**config.mk**
```make
export PLATFORM = sky130hd
export DESIGN_NAME = dma_rd_req_top
export DESIGN_NICKNAME = d
export VERILOG_FILES = /design/src/hw/dma_pkg.sv /design/src/hw/tlp_pkg.sv /design/src/hw/np_hdr_if.sv /design/src/hw/dma_rd_req_top.sv /design/src/hw/hdr_fifo.sv /design/src/hw/non_posted_pkt_builder.sv /design/src/hw/rd_tag_table.sv /design/src/hw/tag_allocator.sv
export VERILOG_INCLUDE_DIRS = /design/src /design/src/hw
export SDC_FILE = /design/constraint.sdc
export NUM_CORES = 1
export LEC_CHECK = 0
export BUFFER_PORTS_ARGS = -buffer_cell sky130_fd_sc_hd__buf_2
export CAP_MARGIN = 20
export CORE_MARGIN = 2
export CORE_UTILIZATION = 30
export DETAILED_ROUTE_END_ITERATION = 6
export GPL_TIMING_DRIVEN = 0
export PLACE_DENSITY = 0.43
export SLEW_MARGIN = 40
export SYNTH_ARGS = -nofsm -noshare
export SYNTH_HDL_FRONTEND = slang
export SYNTH_SLANG_ARGS = --single-unit
```
**constraint.sdc**
```tcl
create_clock -name clk -period 8.5 [get_ports clk]
set_clock_uncertainty 0.15 [all_clocks]
set_input_delay 1.275 -clock clk [delete_from_list [all_inputs] [get_ports clk]]
set_output_delay 1.275 -clock clk [all_outputs]
set_load 0.05 [all_outputs]
```
**src/hw/np_defines.svh**
```systemverilog
`ifndef NP_DEFINES_SVH
`define NP_DEFINES_SVH

// Tag space for outstanding non-posted reads
`define NP_TAG_W 5
`define NP_TAG_COUNT 32

// Destination block kept per tag, destination bits 27 to 6
`define NP_DEST_BLK_W 22
`define NP_DEST_BLK_LSB 6

// Header words buffered between builder and TX port
`define NP_HDR_FIFO_DEPTH 2

`endif

```
**src/hw/dma_pkg.sv**
```systemverilog
`default_nettype none

`include "np_defines.svh"

package dma_pkg;

  typedef struct packed {
    logic [63:0] addr;
    logic [31:0] dest;
    logic [9:0]  len;
    logic        is_des;
  } rd_req_t;

  // Context returned with the completion
  typedef struct packed {
    logic                      is_des;
    logic [`NP_DEST_BLK_W-1:0] dest_blk;
  } rd_ctx_t;

  typedef enum logic [2:0] {
    ST_IDLE,
    ST_WAIT_TAG,
    ST_HDR0,
    ST_HDR1,
    ST_DONE
  } np_state_e;

endpackage

`default_nettype wire

```
**src/hw/tlp_pkg.sv**
```systemverilog
`default_nettype none

package tlp_pkg;

  // Fmt field for the header-only (no data) requests issued here
  typedef enum logic [1:0] {
    FMT_3DW_NODATA = 2'b00,
    FMT_4DW_NODATA = 2'b01
  } tlp_fmt_e;

  // Type field, completion listed for decode on the RX side
  typedef enum logic [4:0] {
    TLP_MRD = 5'b00000,
    TLP_CPL = 5'b01010
  } tlp_type_e;

  // One 64-bit header beat, two beats per request
  typedef logic [63:0] tlp_hdr_word_t;

endpackage

`default_nettype wire

```
**src/hw/np_hdr_if.sv**
```systemverilog
`timescale 1ns/1ps
`default_nettype none

interface np_hdr_if;

  tlp_pkg::tlp_hdr_word_t data;
  logic                   valid;
  logic                   ready;
  logic                   last;

  modport builder (output data, output valid, output last, input ready);

  modport sink (input data, input valid, input last, output ready);

endinterface

`default_nettype wire

```
**src/hw/dma_rd_req_top.sv**
```systemverilog
`timescale 1ns/1ps
`default_nettype none

`include "np_defines.svh"

module dma_rd_req_top (
  input  wire logic                 clk,
  input  wire logic                 rst_reg,
  input  wire logic [15:0]          req_id,
  input  wire logic                 req_valid,
  output logic                      req_ready,
  input  wire logic [63:0]          req_addr,
  input  wire logic [31:0]          req_dest,
  input  wire logic [9:0]           req_len,
  input  wire logic                 req_is_des,
  output tlp_pkg::tlp_hdr_word_t    hdr_data,
  output logic                      hdr_valid,
  input  wire logic                 hdr_ready,
  output logic                      hdr_last,
  input  wire logic                 cpl_valid,
  input  wire logic [`NP_TAG_W-1:0] cpl_tag,
  output logic                      cpl_info_valid,
  output logic [`NP_TAG_W-1:0]      cpl_info_tag,
  output logic                      cpl_info_is_des,
  output logic [`NP_DEST_BLK_W-1:0] cpl_info_dest_blk
);

  dma_pkg::rd_req_t       req;
  dma_pkg::rd_ctx_t       tbl_ctx;
  dma_pkg::rd_ctx_t       info_ctx;
  logic                   tag_avail;
  logic [`NP_TAG_W-1:0]   free_tag;
  logic                   tag_take;
  logic                   tbl_we;
  logic [`NP_TAG_W-1:0]   tbl_tag;
  logic                   rel_valid;
  logic [`NP_TAG_W-1:0]   rel_tag;

  np_hdr_if hdr_bus ();

  assign req = '{addr: req_addr, dest: req_dest, len: req_len, is_des: req_is_des};
  assign cpl_info_is_des = info_ctx.is_des;
  assign cpl_info_dest_blk = info_ctx.dest_blk;

  tag_allocator u_tag_alloc (
    .clk, .rst_reg, .take(tag_take), .rel_valid, .rel_tag, .tag_avail, .free_tag
  );

  non_posted_pkt_builder u_builder (
    .clk, .rst_reg, .req_id, .req, .req_valid, .req_ready, .tag_avail, .free_tag,
    .tag_take, .tbl_we, .tbl_tag, .tbl_ctx, .hdr(hdr_bus.builder)
  );

  rd_tag_table u_tag_table (
    .clk, .rst_reg, .we(tbl_we), .wtag(tbl_tag), .wctx(tbl_ctx), .cpl_valid, .cpl_tag,
    .info_valid(cpl_info_valid), .info_tag(cpl_info_tag), .info_ctx, .rel_valid, .rel_tag
  );

  hdr_fifo #(.DEPTH(`NP_HDR_FIFO_DEPTH)) u_hdr_fifo (
    .clk, .rst_reg, .in(hdr_bus.sink), .out_data(hdr_data), .out_last(hdr_last),
    .out_valid(hdr_valid), .out_ready(hdr_ready)
  );

endmodule

`default_nettype wire

```
**src/hw/hdr_fifo.sv**
```systemverilog
`timescale 1ns/1ps
`default_nettype none

`include "np_defines.svh"

module hdr_fifo #(
  parameter int DEPTH = `NP_HDR_FIFO_DEPTH
) (
  input  wire logic              clk,
  input  wire logic              rst_reg,
  np_hdr_if.sink                 in,
  output tlp_pkg::tlp_hdr_word_t out_data,
  output logic                   out_last,
  output logic                   out_valid,
  input  wire logic              out_ready
);

  localparam int PTR_W = (DEPTH > 1) ? $clog2(DEPTH) : 1;
  localparam int CNT_W = $clog2(DEPTH + 1);

  tlp_pkg::tlp_hdr_word_t mem_data [DEPTH];
  logic                   mem_last [DEPTH];
  logic [PTR_W-1:0]       wr_ptr;
  logic [PTR_W-1:0]       rd_ptr;
  logic [CNT_W-1:0]       count;
  logic                   full;
  logic                   push;
  logic                   pop;

  assign full = (count == CNT_W'(DEPTH));
  assign in.ready = !full;
  assign out_valid = (count != '0);
  assign out_data = mem_data[rd_ptr];
  assign out_last = mem_last[rd_ptr];
  assign push = in.valid && !full;
  assign pop = out_valid && out_ready;

  always_ff @(posedge clk) begin
    if (push) begin
      mem_data[wr_ptr] <= in.data;
      mem_last[wr_ptr] <= in.last;
    end
  end

  always_ff @(posedge clk) begin
    if (rst_reg) begin
      wr_ptr <= '0;
      rd_ptr <= '0;
      count <= '0;
    end else begin
      if (push) wr_ptr <= (wr_ptr == PTR_W'(DEPTH - 1)) ? '0 : wr_ptr + 1'b1;
      if (pop) rd_ptr <= (rd_ptr == PTR_W'(DEPTH - 1)) ? '0 : rd_ptr + 1'b1;
      if (push && !pop) count <= count + 1'b1;
      else if (pop && !push) count <= count - 1'b1;
    end
  end

  a_no_wr_full: assert property (@(posedge clk) disable iff (rst_reg)
    (out_valid && !out_ready) |=> (out_valid && $stable(out_data) && $stable(out_last)))
    else $error("header FIFO overwrote its head word while stalled");

endmodule

`default_nettype wire

```
**src/hw/non_posted_pkt_builder.sv**
```systemverilog
`timescale 1ns/1ps
`default_nettype none

`include "np_defines.svh"

module non_posted_pkt_builder (
  input  wire logic                 clk,
  input  wire logic                 rst_reg,
  input  wire logic [15:0]          req_id,
  input  wire dma_pkg::rd_req_t     req,
  input  wire logic                 req_valid,
  output logic                      req_ready,
  input  wire logic                 tag_avail,
  input  wire logic [`NP_TAG_W-1:0] free_tag,
  output logic                      tag_take,
  output logic                      tbl_we,
  output logic [`NP_TAG_W-1:0]      tbl_tag,
  output dma_pkg::rd_ctx_t          tbl_ctx,
  np_hdr_if.builder                 hdr
);

  localparam int TAG_W = `NP_TAG_W;

  // Fixed header fields
  localparam logic [2:0] TC = 3'b000;
  localparam logic       TD = 1'b0;
  localparam logic       EP = 1'b0;
  localparam logic [1:0] ATTR = 2'b00;
  localparam logic [3:0] LAST_BE = 4'hf;
  localparam logic [3:0] FIRST_BE = 4'hf;

  dma_pkg::np_state_e     state;
  dma_pkg::rd_req_t       req_q;
  logic [TAG_W-1:0]       tag_q;
  logic [7:0]             tag_field;
  tlp_pkg::tlp_fmt_e      fmt;
  tlp_pkg::tlp_hdr_word_t word0;
  tlp_pkg::tlp_hdr_word_t word1;

  // 3DW form whenever the upper address half is zero
  assign fmt = (req_q.addr[63:32] == 32'h0) ? tlp_pkg::FMT_3DW_NODATA
                                            : tlp_pkg::FMT_4DW_NODATA;
  assign tag_field = {{(8 - TAG_W){1'b0}}, tag_q};

  assign word0 = {1'b0, fmt, tlp_pkg::TLP_MRD, 1'b0, TC, 4'b0000, TD, EP, ATTR,
                  2'b00, req_q.len, req_id, tag_field, LAST_BE, FIRST_BE};
  assign word1 = (fmt == tlp_pkg::FMT_4DW_NODATA)
               ? {req_q.addr[63:2], 2'b00}
               : {req_q.addr[31:2], 2'b00, req_q.addr[63:32]};

  assign req_ready = (state == dma_pkg::ST_IDLE);

  assign hdr.valid = (state == dma_pkg::ST_HDR0) || (state == dma_pkg::ST_HDR1);
  assign hdr.last = (state == dma_pkg::ST_HDR1);
  assign hdr.data = (state == dma_pkg::ST_HDR1) ? word1 : word0;

  // Tag claim and context write on the last header beat
  assign tag_take = (state == dma_pkg::ST_HDR1) && hdr.ready;
  assign tbl_we = tag_take;
  assign tbl_tag = tag_q;
  assign tbl_ctx = '{is_des: req_q.is_des,
                     dest_blk: req_q.dest[`NP_DEST_BLK_LSB +: `NP_DEST_BLK_W]};

  always_ff @(posedge clk) begin
    if (state == dma_pkg::ST_IDLE && req_valid) req_q <= req;
    if (state == dma_pkg::ST_WAIT_TAG && tag_avail) tag_q <= free_tag;
  end

  always_ff @(posedge clk) begin
    if (rst_reg) begin
      state <= dma_pkg::ST_IDLE;
    end else begin
      case (state)
        dma_pkg::ST_IDLE: if (req_valid) state <= dma_pkg::ST_WAIT_TAG;
        dma_pkg::ST_WAIT_TAG: if (tag_avail) state <= dma_pkg::ST_HDR0;
        dma_pkg::ST_HDR0: if (hdr.ready) state <= dma_pkg::ST_HDR1;
        dma_pkg::ST_HDR1: if (hdr.ready) state <= dma_pkg::ST_DONE;
        // Lets the allocator settle its registered free tag
        dma_pkg::ST_DONE: state <= dma_pkg::ST_IDLE;
        default: state <= dma_pkg::ST_IDLE;
      endcase
    end
  end

  a_hdr_hold: assert property (@(posedge clk) disable iff (rst_reg)
    (hdr.valid && !hdr.ready) |=> (hdr.valid && $stable(hdr.data) && $stable(hdr.last)))
    else $error("header word changed while stalled");

endmodule

`default_nettype wire

```
**src/hw/rd_tag_table.sv**
```systemverilog
`timescale 1ns/1ps
`default_nettype none

`include "np_defines.svh"

module rd_tag_table (
  input  wire logic                 clk,
  input  wire logic                 rst_reg,
  input  wire logic                 we,
  input  wire logic [`NP_TAG_W-1:0] wtag,
  input  wire dma_pkg::rd_ctx_t     wctx,
  input  wire logic                 cpl_valid,
  input  wire logic [`NP_TAG_W-1:0] cpl_tag,
  output logic                      info_valid,
  output logic [`NP_TAG_W-1:0]      info_tag,
  output dma_pkg::rd_ctx_t          info_ctx,
  output logic                      rel_valid,
  output logic [`NP_TAG_W-1:0]      rel_tag
);

  dma_pkg::rd_ctx_t ctx_mem [`NP_TAG_COUNT];

  always_ff @(posedge clk) begin
    if (we) ctx_mem[wtag] <= wctx;
  end

  // Registered lookup, answer one cycle after the completion
  always_ff @(posedge clk) begin
    if (cpl_valid) begin
      info_tag <= cpl_tag;
      info_ctx <= ctx_mem[cpl_tag];
    end
  end

  always_ff @(posedge clk) begin
    if (rst_reg) info_valid <= 1'b0;
    else info_valid <= cpl_valid;
  end

  // Tag goes back to the pool while the answer is presented
  assign rel_valid = info_valid;
  assign rel_tag = info_tag;

endmodule

`default_nettype wire

```
**src/hw/tag_allocator.sv**
```systemverilog
`timescale 1ns/1ps
`default_nettype none

`include "np_defines.svh"

module tag_allocator (
  input  wire logic                 clk,
  input  wire logic                 rst_reg,
  input  wire logic                 take,
  input  wire logic                 rel_valid,
  input  wire logic [`NP_TAG_W-1:0] rel_tag,
  output logic                      tag_avail,
  output logic [`NP_TAG_W-1:0]      free_tag
);

  localparam int TAG_W = `NP_TAG_W;
  localparam int TAG_COUNT = `NP_TAG_COUNT;

  logic [TAG_COUNT-1:0] free_map;
  logic                 next_avail;
  logic [TAG_W-1:0]     next_tag;

  // Lowest set bit wins
  always_comb begin
    next_avail = 1'b0;
    next_tag = '0;
    for (int i = TAG_COUNT - 1; i >= 0; i--) begin
      if (free_map[i]) begin
        next_avail = 1'b1;
        next_tag = TAG_W'(i);
      end
    end
  end

  always_ff @(posedge clk) begin
    if (rst_reg) begin
      free_map <= '1;
      tag_avail <= 1'b1;
      free_tag <= '0;
    end else begin
      if (take) free_map[free_tag] <= 1'b0;
      if (rel_valid) free_map[rel_tag] <= 1'b1;
      tag_avail <= next_avail;
      free_tag <= next_tag;
    end
  end

  a_rel_busy: assert property (@(posedge clk) disable iff (rst_reg)
    rel_valid |-> !free_map[rel_tag])
    else $error("release of a tag that is already free");

  a_take_avail: assert property (@(posedge clk) disable iff (rst_reg)
    take |-> tag_avail)
    else $error("tag taken while none available");

endmodule

`default_nettype wire

```
==> results of run 1 <==
-- where the power goes --
part           internal, mW  switching, mW  total (mW)
combinational         0.422           1.05        1.47
clock                  2.87           1.99        4.86
sequential             5.86         0.0950        5.96
-- sequential cells by signal, summed over array words and instances (netlist names), 23 cells and up, named ones only --
| register | flops |
|---|---|
| u_tag_table.ctx_mem | 736 |
| u_hdr_fifo.mem_data | 128 |
| u_builder.req_q | 72 |
| u_tag_alloc.free_map | 32 |
| u_builder.tbl_ctx | 23 |
| u_tag_table.info_ctx | 23 |
-- cells by family after synthesis --
family | Yosys count | share of synthesized area, %
buf+inv | 118 | 1.59
simple gates | 395 | 5.16
flops | 1041 | 77.1
mux | 341 | 11.6
fa+ha+maj | 1 | 0.0313
xor+xnor | 4 | 0.0877
compound gates | 263 | 4.45
-- per-stage QoR --
stage / power [mW] / hold WS [ns] / std cells / setup slack [ns]
finish: 12.3 / 0.302 / 4434 / 4.46
global route: 12.7 / 0.331 / 4430 / 4.36
CTS: 12.4 / 0.302 / 4424 / 4.40
detailed placement: 7.56 / 0.286 / 4223 / 4.23
global placement: 7.48 / 0.283 / 4133 / 0.115
floorplan: 6.97 / 0.256 / 2163 / 2.85
-- worst min-delay path by stage --
stage,start,to,slack (ns)
floorplan,u_tag_alloc.free_tag[2],u_builder.tbl_tag[2],0.26
CTS,u_tag_alloc.free_tag[2],u_builder.tbl_tag[2],0.30
global placement,u_tag_alloc.free_tag[2],u_builder.tbl_tag[2],0.28
global route,u_tag_alloc.free_tag[2],u_builder.tbl_tag[2],0.33
detailed placement,u_tag_alloc.free_tag[2],u_builder.tbl_tag[2],0.29
finish,u_tag_alloc.free_tag[2],u_builder.tbl_tag[2],0.30
-- layer usage --
metal | vias up | part of all wire (%) | global-route usage [%] | wire, µm
li1 | 9557 | - | - | -
met1 | 11400 | 45 | 22.4 | 50500
met2 | 473 | 49 | 27.1 | 55100
met3 | 126 | 4.0 | 2.00 | 4520
met4 | 0 | 1.7 | 4.63 | 1930
met5 | - | 0 | 0 | 0
-- worst register-to-register path, delay by kind of cell, from the launching register on --
family	cells	cell delay, ns
and+or+nand+nor	4	1.18
buffers and inverters	4	0.99
DFF	1	0.30
-- synthesized netlist by cell type (2+ instances only) --
master     count
a2111oi_0      3
a21oi_1       81
a21oi_2        3
a221o_1       32
a22oi_1       92
a31oi_1        2
and2_1         2
and3_1         7
and3b_1        6
buf_1          6
buf_2         52
buf_4          6
buf_6         14
clkbuf_1      32
dfxtp_1       47
edfxtp_1     994
inv_1          6
mux2_2        65
mux2i_1      184
mux4_2        92
nand2_1      107
nand2b_1       4
nand3_1       50
nand3b_1      10
nand4_1       24
nor2_1        72
nor2_2         8
nor2b_1       53
nor3_1        12
nor3b_1       11
nor3b_4        2
nor4_1        12
o21ai_0       36
o21ai_2        3
o31ai_1        3
or3_1          3
or3b_1         2
or4_1          3
xor2_1         3
-- layout make-up --
cell class	instances	area [µm²]
diodes	10	25.0
plain buffers	111	613
clock buffers	142	2990
clock inverters	59	657
fillers	12400	83200
inverters	7	26.3
multi-input cells	1004	8810
flip-flops and latches	1041	30800
well taps	1755	2200
repair buffers	305	2460
-- placed cells by master, fill, tap and decap left out, drive strengths merged, types with 4 or more instances in the layout --
| cell type | n |
|---|---|
| a21oi | 84 |
| a221o | 32 |
| a22oi | 92 |
| and3 | 7 |
| and3b | 6 |
| buf | 383 |
| bufinv | 13 |
| clkbuf | 175 |
| clkinv | 42 |
| dfxtp | 47 |
| diode | 10 |
| edfxtp | 994 |
| inv | 10 |
| mux2 | 65 |
| mux2i | 184 |
| mux4 | 92 |
| nand2 | 108 |
| nand2b | 4 |
| nand3 | 50 |
| nand3b | 11 |
| nand4 | 25 |
| nor2 | 81 |
| nor2b | 53 |
| nor3 | 13 |
| nor3b | 13 |
| nor4 | 12 |
| o21ai | 39 |
==> out/qor.yml, run 1 <==
critical_path:
  timing.rr.start: "u_builder.state[0]"
  worst_ep_arrival_time_ns: 2.61
  r2r_end: "u_tag_table.ctx_mem[16][9]"
  critPathBufInv: 3
  cp_top_family: "buffers and inverters"
  critical_path_depth: 4
  critPathMaxStageDelay_ns: 0.47
  start_kind: "flop"
  ff2ff_path_depth: 8
  worstSetupEndpointType: "output pin"
  crit_top_cell: "buf_2"
  path_class: "reg2out"
  crit_fanout: 10
  worstPathRequired_ns: 7.07
  cpMaxStageDelayCell: "clkbuf_1"
  path_cells: "clkbuf_1 -> buf_2 -> mux2_2 -> buf_2"
  crit_end: "hdr_data[8]"
  rrSetupSlack_ns: 5.56
clocking:
  clock_sinks: 1041
  clkTransAtPathRegs_ns: 0.06
  post_cts_resized: 0
  htreeDepth: 3
  tritoncts: "yes"
  clk_latency_ns: 0.72
  clk_path_buf_depth: 3
  cts_setup_buffers: 0
  hold_buffers: 0
  numCtsBuffers: 112
  cts-root-buf: "clkbuf_16"
global_routing:
  grt_pass1_wl_um: 161000
  grt_max_degree: 36
  grt_overflow: 0
  antenna_found_initial: 16
  grt_pass1_vias: 22300
  grt.total_usage_pct: 16.3
synthesis:
  synth_edf_count: 994
  synth.top_cell.area_share_pct: 74.7
  synth.largest_area_cell: "edfxtp_1"
  syn_inst: 2163
  synthArstFlopShare_pct: 0
  synthDistinctLibCells: 58
  yosysWarningCount: 0
  ys_ff_latch: 1041
  synthTopCellsByArea: "edfxtp_1 75%, mux4_2 5.2%, mux2i_1 4.6%, dfxtp_1 2.4%, mux2_2 1.8%"
  avgSynthCellArea_um2: 18.5
  ys_seq_area_share_pct: 77.1
  synthesis.nets: 2297
  synth_flop_cell: "edfxtp_1"
  netlist_area_um2: 40000
min_path:
  hold_path.class: "reg2reg"
  worstHoldPathCells: 0
layout:
  nNetsFinal: 2716
  layout-drive-gt1-share_pct: 28.4
  design_area_um2: 48600
  area_delta_synth_final_pct: 21.5
  final_core_util_pct: 36.8
sta:
  finalCriticalPeriod_ns: 4.04
  fin_crit_sh_pct: 47.5
  tightestPinTransition_ns: 0.820
  tns_ns: 0
  setup_violations: 0
  fmax_mhz: 248
  rsz0062_at_grt: "no"
  slew_viol_final: 0
  report.final.hold_viol_count: 0
  slew_headroom_pct: 45.1
detailed_routing:
  drt_wl_total_um: 112000
  vias: 21500
  first_pass_iters: 5
  drc: 0
  drtIter0Drc: 1523
  avgRoutedWirePerCell_um: 25.3
  detail-route-antenna-nets: 0
  vias_per_cell: 4.86
pwr:
  p_leak_nw: 16.1
  irDropWorstVdd_uv: 190
  powerDensity_nw_per_um2: 253
status:
  status: "finished clean"
floorplan:
  die_area_um2: 136000
  die_w_um: 369
  start_util_pct: 30.3
  io_pins: 229
  die_h_um: 369
  core.rowCount: 133
  core_um2: 132000
placed_design:
  detailed_place_hpwl_um: 79400
  gp_congestion: 0.806
  io_buffer_count: 215
  postPlaceCellArea_um2: 44900
job:
  drv_cap: 0
Note: power is estimated with default switching activity, not from simulation.
==> run 2: changes to the inputs <==
- ABC_AREA: unset -> 1
- PLACE_DENSITY: 0.43 -> 0.41
- clock period: 8.5 -> 3.9 ns (I/O delays scaled with it)
==> run 2 against run 1 <==
Global-route usage rose by 5.2 points; setup slack worse by 4.3 ns; sequential share of layout area decreased by 2.6 points; via count increased by 30%; non-clock buffer count increased by 230; sequential power increased by 130%; critical path type is now in2reg; largest cell class unchanged; largest power group unchanged.
==> out/qor.yml, run 2 <==
status:
  status: "finished clean"
synthesis:
  synth_flop_cell: "edfxtp_1"
  synthesis.nets: 3025
  synthDistinctLibCells: 29
  netlist_area_um2: 40100
  yosysMostFrequentCell: "edfxtp_1"
  synth.largest_area_cell: "edfxtp_1"
  ys_seq_area_share_pct: 76.8
  synthArstFlopShare_pct: 0
  ys_ff_latch: 1041
  yosysWarningCount: 0
  synthTopCellsByArea: "edfxtp_1 74%, o21ai_0 5.6%, nor2_1 4.6%, o221ai_1 3.0%, dfxtp_1 2.3%"
  netlist_top_cells_count: "994 x edfxtp_1, 490 x nor2_1, 449 x o21ai_0"
  avgSynthCellArea_um2: 13.9
  synth_edf_count: 994
  synth.top_cell.area_share_pct: 74.5
  syn_inst: 2891
layout:
  area_delta_synth_final_pct: 26.4
  largest-register: "u_tag_table.ctx_mem"
  largest_reg_flops: 736
  final_core_util_pct: 38.1
  most-common-layout-cells: "994 x edfxtp_1, 459 x nor2_1, 443 x o21ai_0, 245 x buf_2, 170 x clkbuf_1"
  nNetsFinal: 3603
  reg.largest.list: "u_tag_table.ctx_mem: 736 flops, u_hdr_fifo.mem_data: 128 flops, u_builder.req_q: 72 flops"
  layout_commonest_cell: "edfxtp_1"
  layout-drive-gt1-share_pct: 18.5
clocking:
  numCtsBuffers: 112
  clk_latency_ns: 0.73
  clkTransAtPathRegs_ns: 0.06
  clk_path_buf_depth: 3
  cts-root-buf: "clkbuf_16"
  tritoncts: "yes"
  htreeDepth: 3
  clock_sinks: 1041
  cts_setup_buffers: 0
global_routing:
  grt_pass1_vias: 27500
  grt.total_usage_pct: 21.5
  grt_max_degree: 30
  grt_pass1_wl_um: 208000
  grt_overflow: 0
  antenna_found_initial: 8
critical_path:
  path_class: "in2reg"
  worstSetupEndpointType: "flop"
  timing.rr.start: "u_builder.req_q[92]"
  rrSetupSlack_ns: 0.28
  start_kind: "input port"
  worst_ep_arrival_time_ns: 4.04
  worstPathRequired_ns: 4.18
  crit_fanout: 10
  ff2ff_path_depth: 7
  r2r_end: "u_hdr_fifo.mem_data[1][27]"
floorplan:
  core.rowCount: 134
  io_pins: 229
  die_w_um: 369
  die_area_um2: 137000
  core_um2: 133000
  start_util_pct: 30.1
  die_h_um: 369
sta:
  fin_crit_sh_pct: 96.3
  tns_ns: 0
  setup_violations: 0
  finalCriticalPeriod_ns: 3.75
  slew_headroom_pct: 39.6
  slew_viol_final: 0
  tightestPinTransition_ns: 0.905
  rsz0062_at_grt: "no"
  fmax_mhz: 266
  report.final.hold_viol_count: 0
pwr:
  combPwrFrac_pct: 17.1
  power_frac_seq_pct: 46.3
  p_sw_share_pct: 29.0
  p_int_mw: 21.3
  p_sw_mw: 8.69
  irDropWorstVdd_uv: 419
  p_leak_nw: 16.8
  pwr-share-clk_pct: 36.6
  powerDensity_nw_per_um2: 592
placed_design:
  io_buffer_count: 215
  gp_congestion: 0.844
  detailed_place_hpwl_um: 106000
detailed_routing:
  vias_per_cell: 5.23
  top_layer_used: "met5"
  wl_met3_um: 11000
  drt_wl_total_um: 149000
  dr_wl_met2_um: 70800
  drtIter0Drc: 3050
  drt-met1-wl_um: 62500
  drc: 0
  detail-route-antenna-nets: 0
  first_pass_iters: 6
  avgRoutedWirePerCell_um: 27.9
  vias: 27900
min_path:
  min_to: "u_hdr_fifo.rd_ptr"
  min-delay-start: "hdr_ready"
  worstHoldPathCells: 3
  hold_path.class: "in2reg"
job:
  drv_cap: 0
==> run 2: cell count changes in the layout (fill, tap and decap cells not counted), moves of 92 or more <==
| cell | change |
|---|---|
| clkbuf_1 | +114 |
| dlygate4sd3_1 | +110 |
| mux4_2 | -92 |
| o21ai_0 | +407 |
| nor2_1 | +420 |
| a22oi_1 | -92 |
| mux2i_1 | -184 |
| o221ai_1 | +136 |
==> run 2: layout make-up <==
class                      instances  area [µm²]
fill                           12600       82300
sequential                      1041       30800
multi-input combinational       1591        8600
timing repair buffer             464        4260
clock buffer                     141        2990
tap                             1768        2210
clock inverter                    69         773
buffer                           182         719
inverter                          77         289
antenna                            2        5.00
==> run 2: how the worst max path moves through the flow <==
| stage | start | endpoint | slack (ns) | cells past startpoint |
|---|---|---|---|---|
| 2_1_floorplan | u_builder.state[1] | u_tag_table.ctx_mem[20][0] | -0.18 | 6 |
| 3_3_place_gp | u_builder.state[1] | u_tag_table.ctx_mem[9][1] | -4.91 | 6 |
| 3_5_place_dp | cpl_tag[0] | u_tag_table.info_ctx[5] | -0.39 | 11 |
| 4_1_cts | u_builder.state[1] | u_tag_table.ctx_mem[29][13] | 0.11 | 8 |
| 5_1_grt | u_builder.state[1] | u_tag_table.ctx_mem[20][3] | 0.09 | 10 |
| 6_report | cpl_tag[3] | u_tag_table.info_ctx[6] | 0.15 | 8 |
==> run 2: cells by family (layout without fill, tap and decap cells) <==
family,Yosys count,in the layout,synth area share (%)
flops,1041,1041,76.8
simple gates,770,770,7.69
compound gates,755,755,11.2
buf+inv,259,933,2.46
mux,65,65,1.83
fa+ha+maj,1,1,0.0312
other cells,0,2,0
==> run 2: metrics by stage <==
step	hold slack, ns	worst slack (ns)	cells	cell area (µm²)	power [mW]
final	0.0583	0.145	5335	50600	30.0
after global routing	0.0445	0.0937	5334	50600	30.9
after CTS	0.00694	0.109	5333	50600	30.2
after detailed placement	0.310	-0.392	5013	45700	19.1
after global placement	0.303	-4.91	4874	43400	18.6
after floorplan	0.286	-0.178	2891	40100	16.7
==> run 2: power by group through the flow <==
| stage | clock (mW) | sequential (mW) | combinational (mW) |
|---|---|---|---|
| after detailed placement | 0 | 14.1 | 5.05 |
| after floorplan | 0 | 14.2 | 2.51 |
| after global placement | 0 | 14.7 | 3.93 |
| after CTS | 11.2 | 13.9 | 5.16 |
| after global routing | 11.6 | 13.9 | 5.39 |
| final | 11.0 | 13.9 | 5.12 |
==> run 2: routing by layer <==
metal  track usage (%)  up-vias
met3              3.68      228
li1                  -    12100
met2              35.2     1226
met5                 0        -
met1              28.8    14300
met4              7.13        2
==> run 2: critical path, stage by stage <==
cell	delay (ns)
dlygate4sd3_1	0.53
buf_2	0.13
clkbuf_2	0.31
inv_2	0.24
clkbuf_1	0.66
clkbuf_1	0.60
a31oi_1	0.36
a32oi_1	0.59
==> run 2: repair_timing <==
action                     4_1_cts  5_1_grt
setup endpoints to repair       82       25
hold endpoints to repair       123        0
gates resized for setup          4        2
hold buffers                   110        0
pin swaps                        1        1
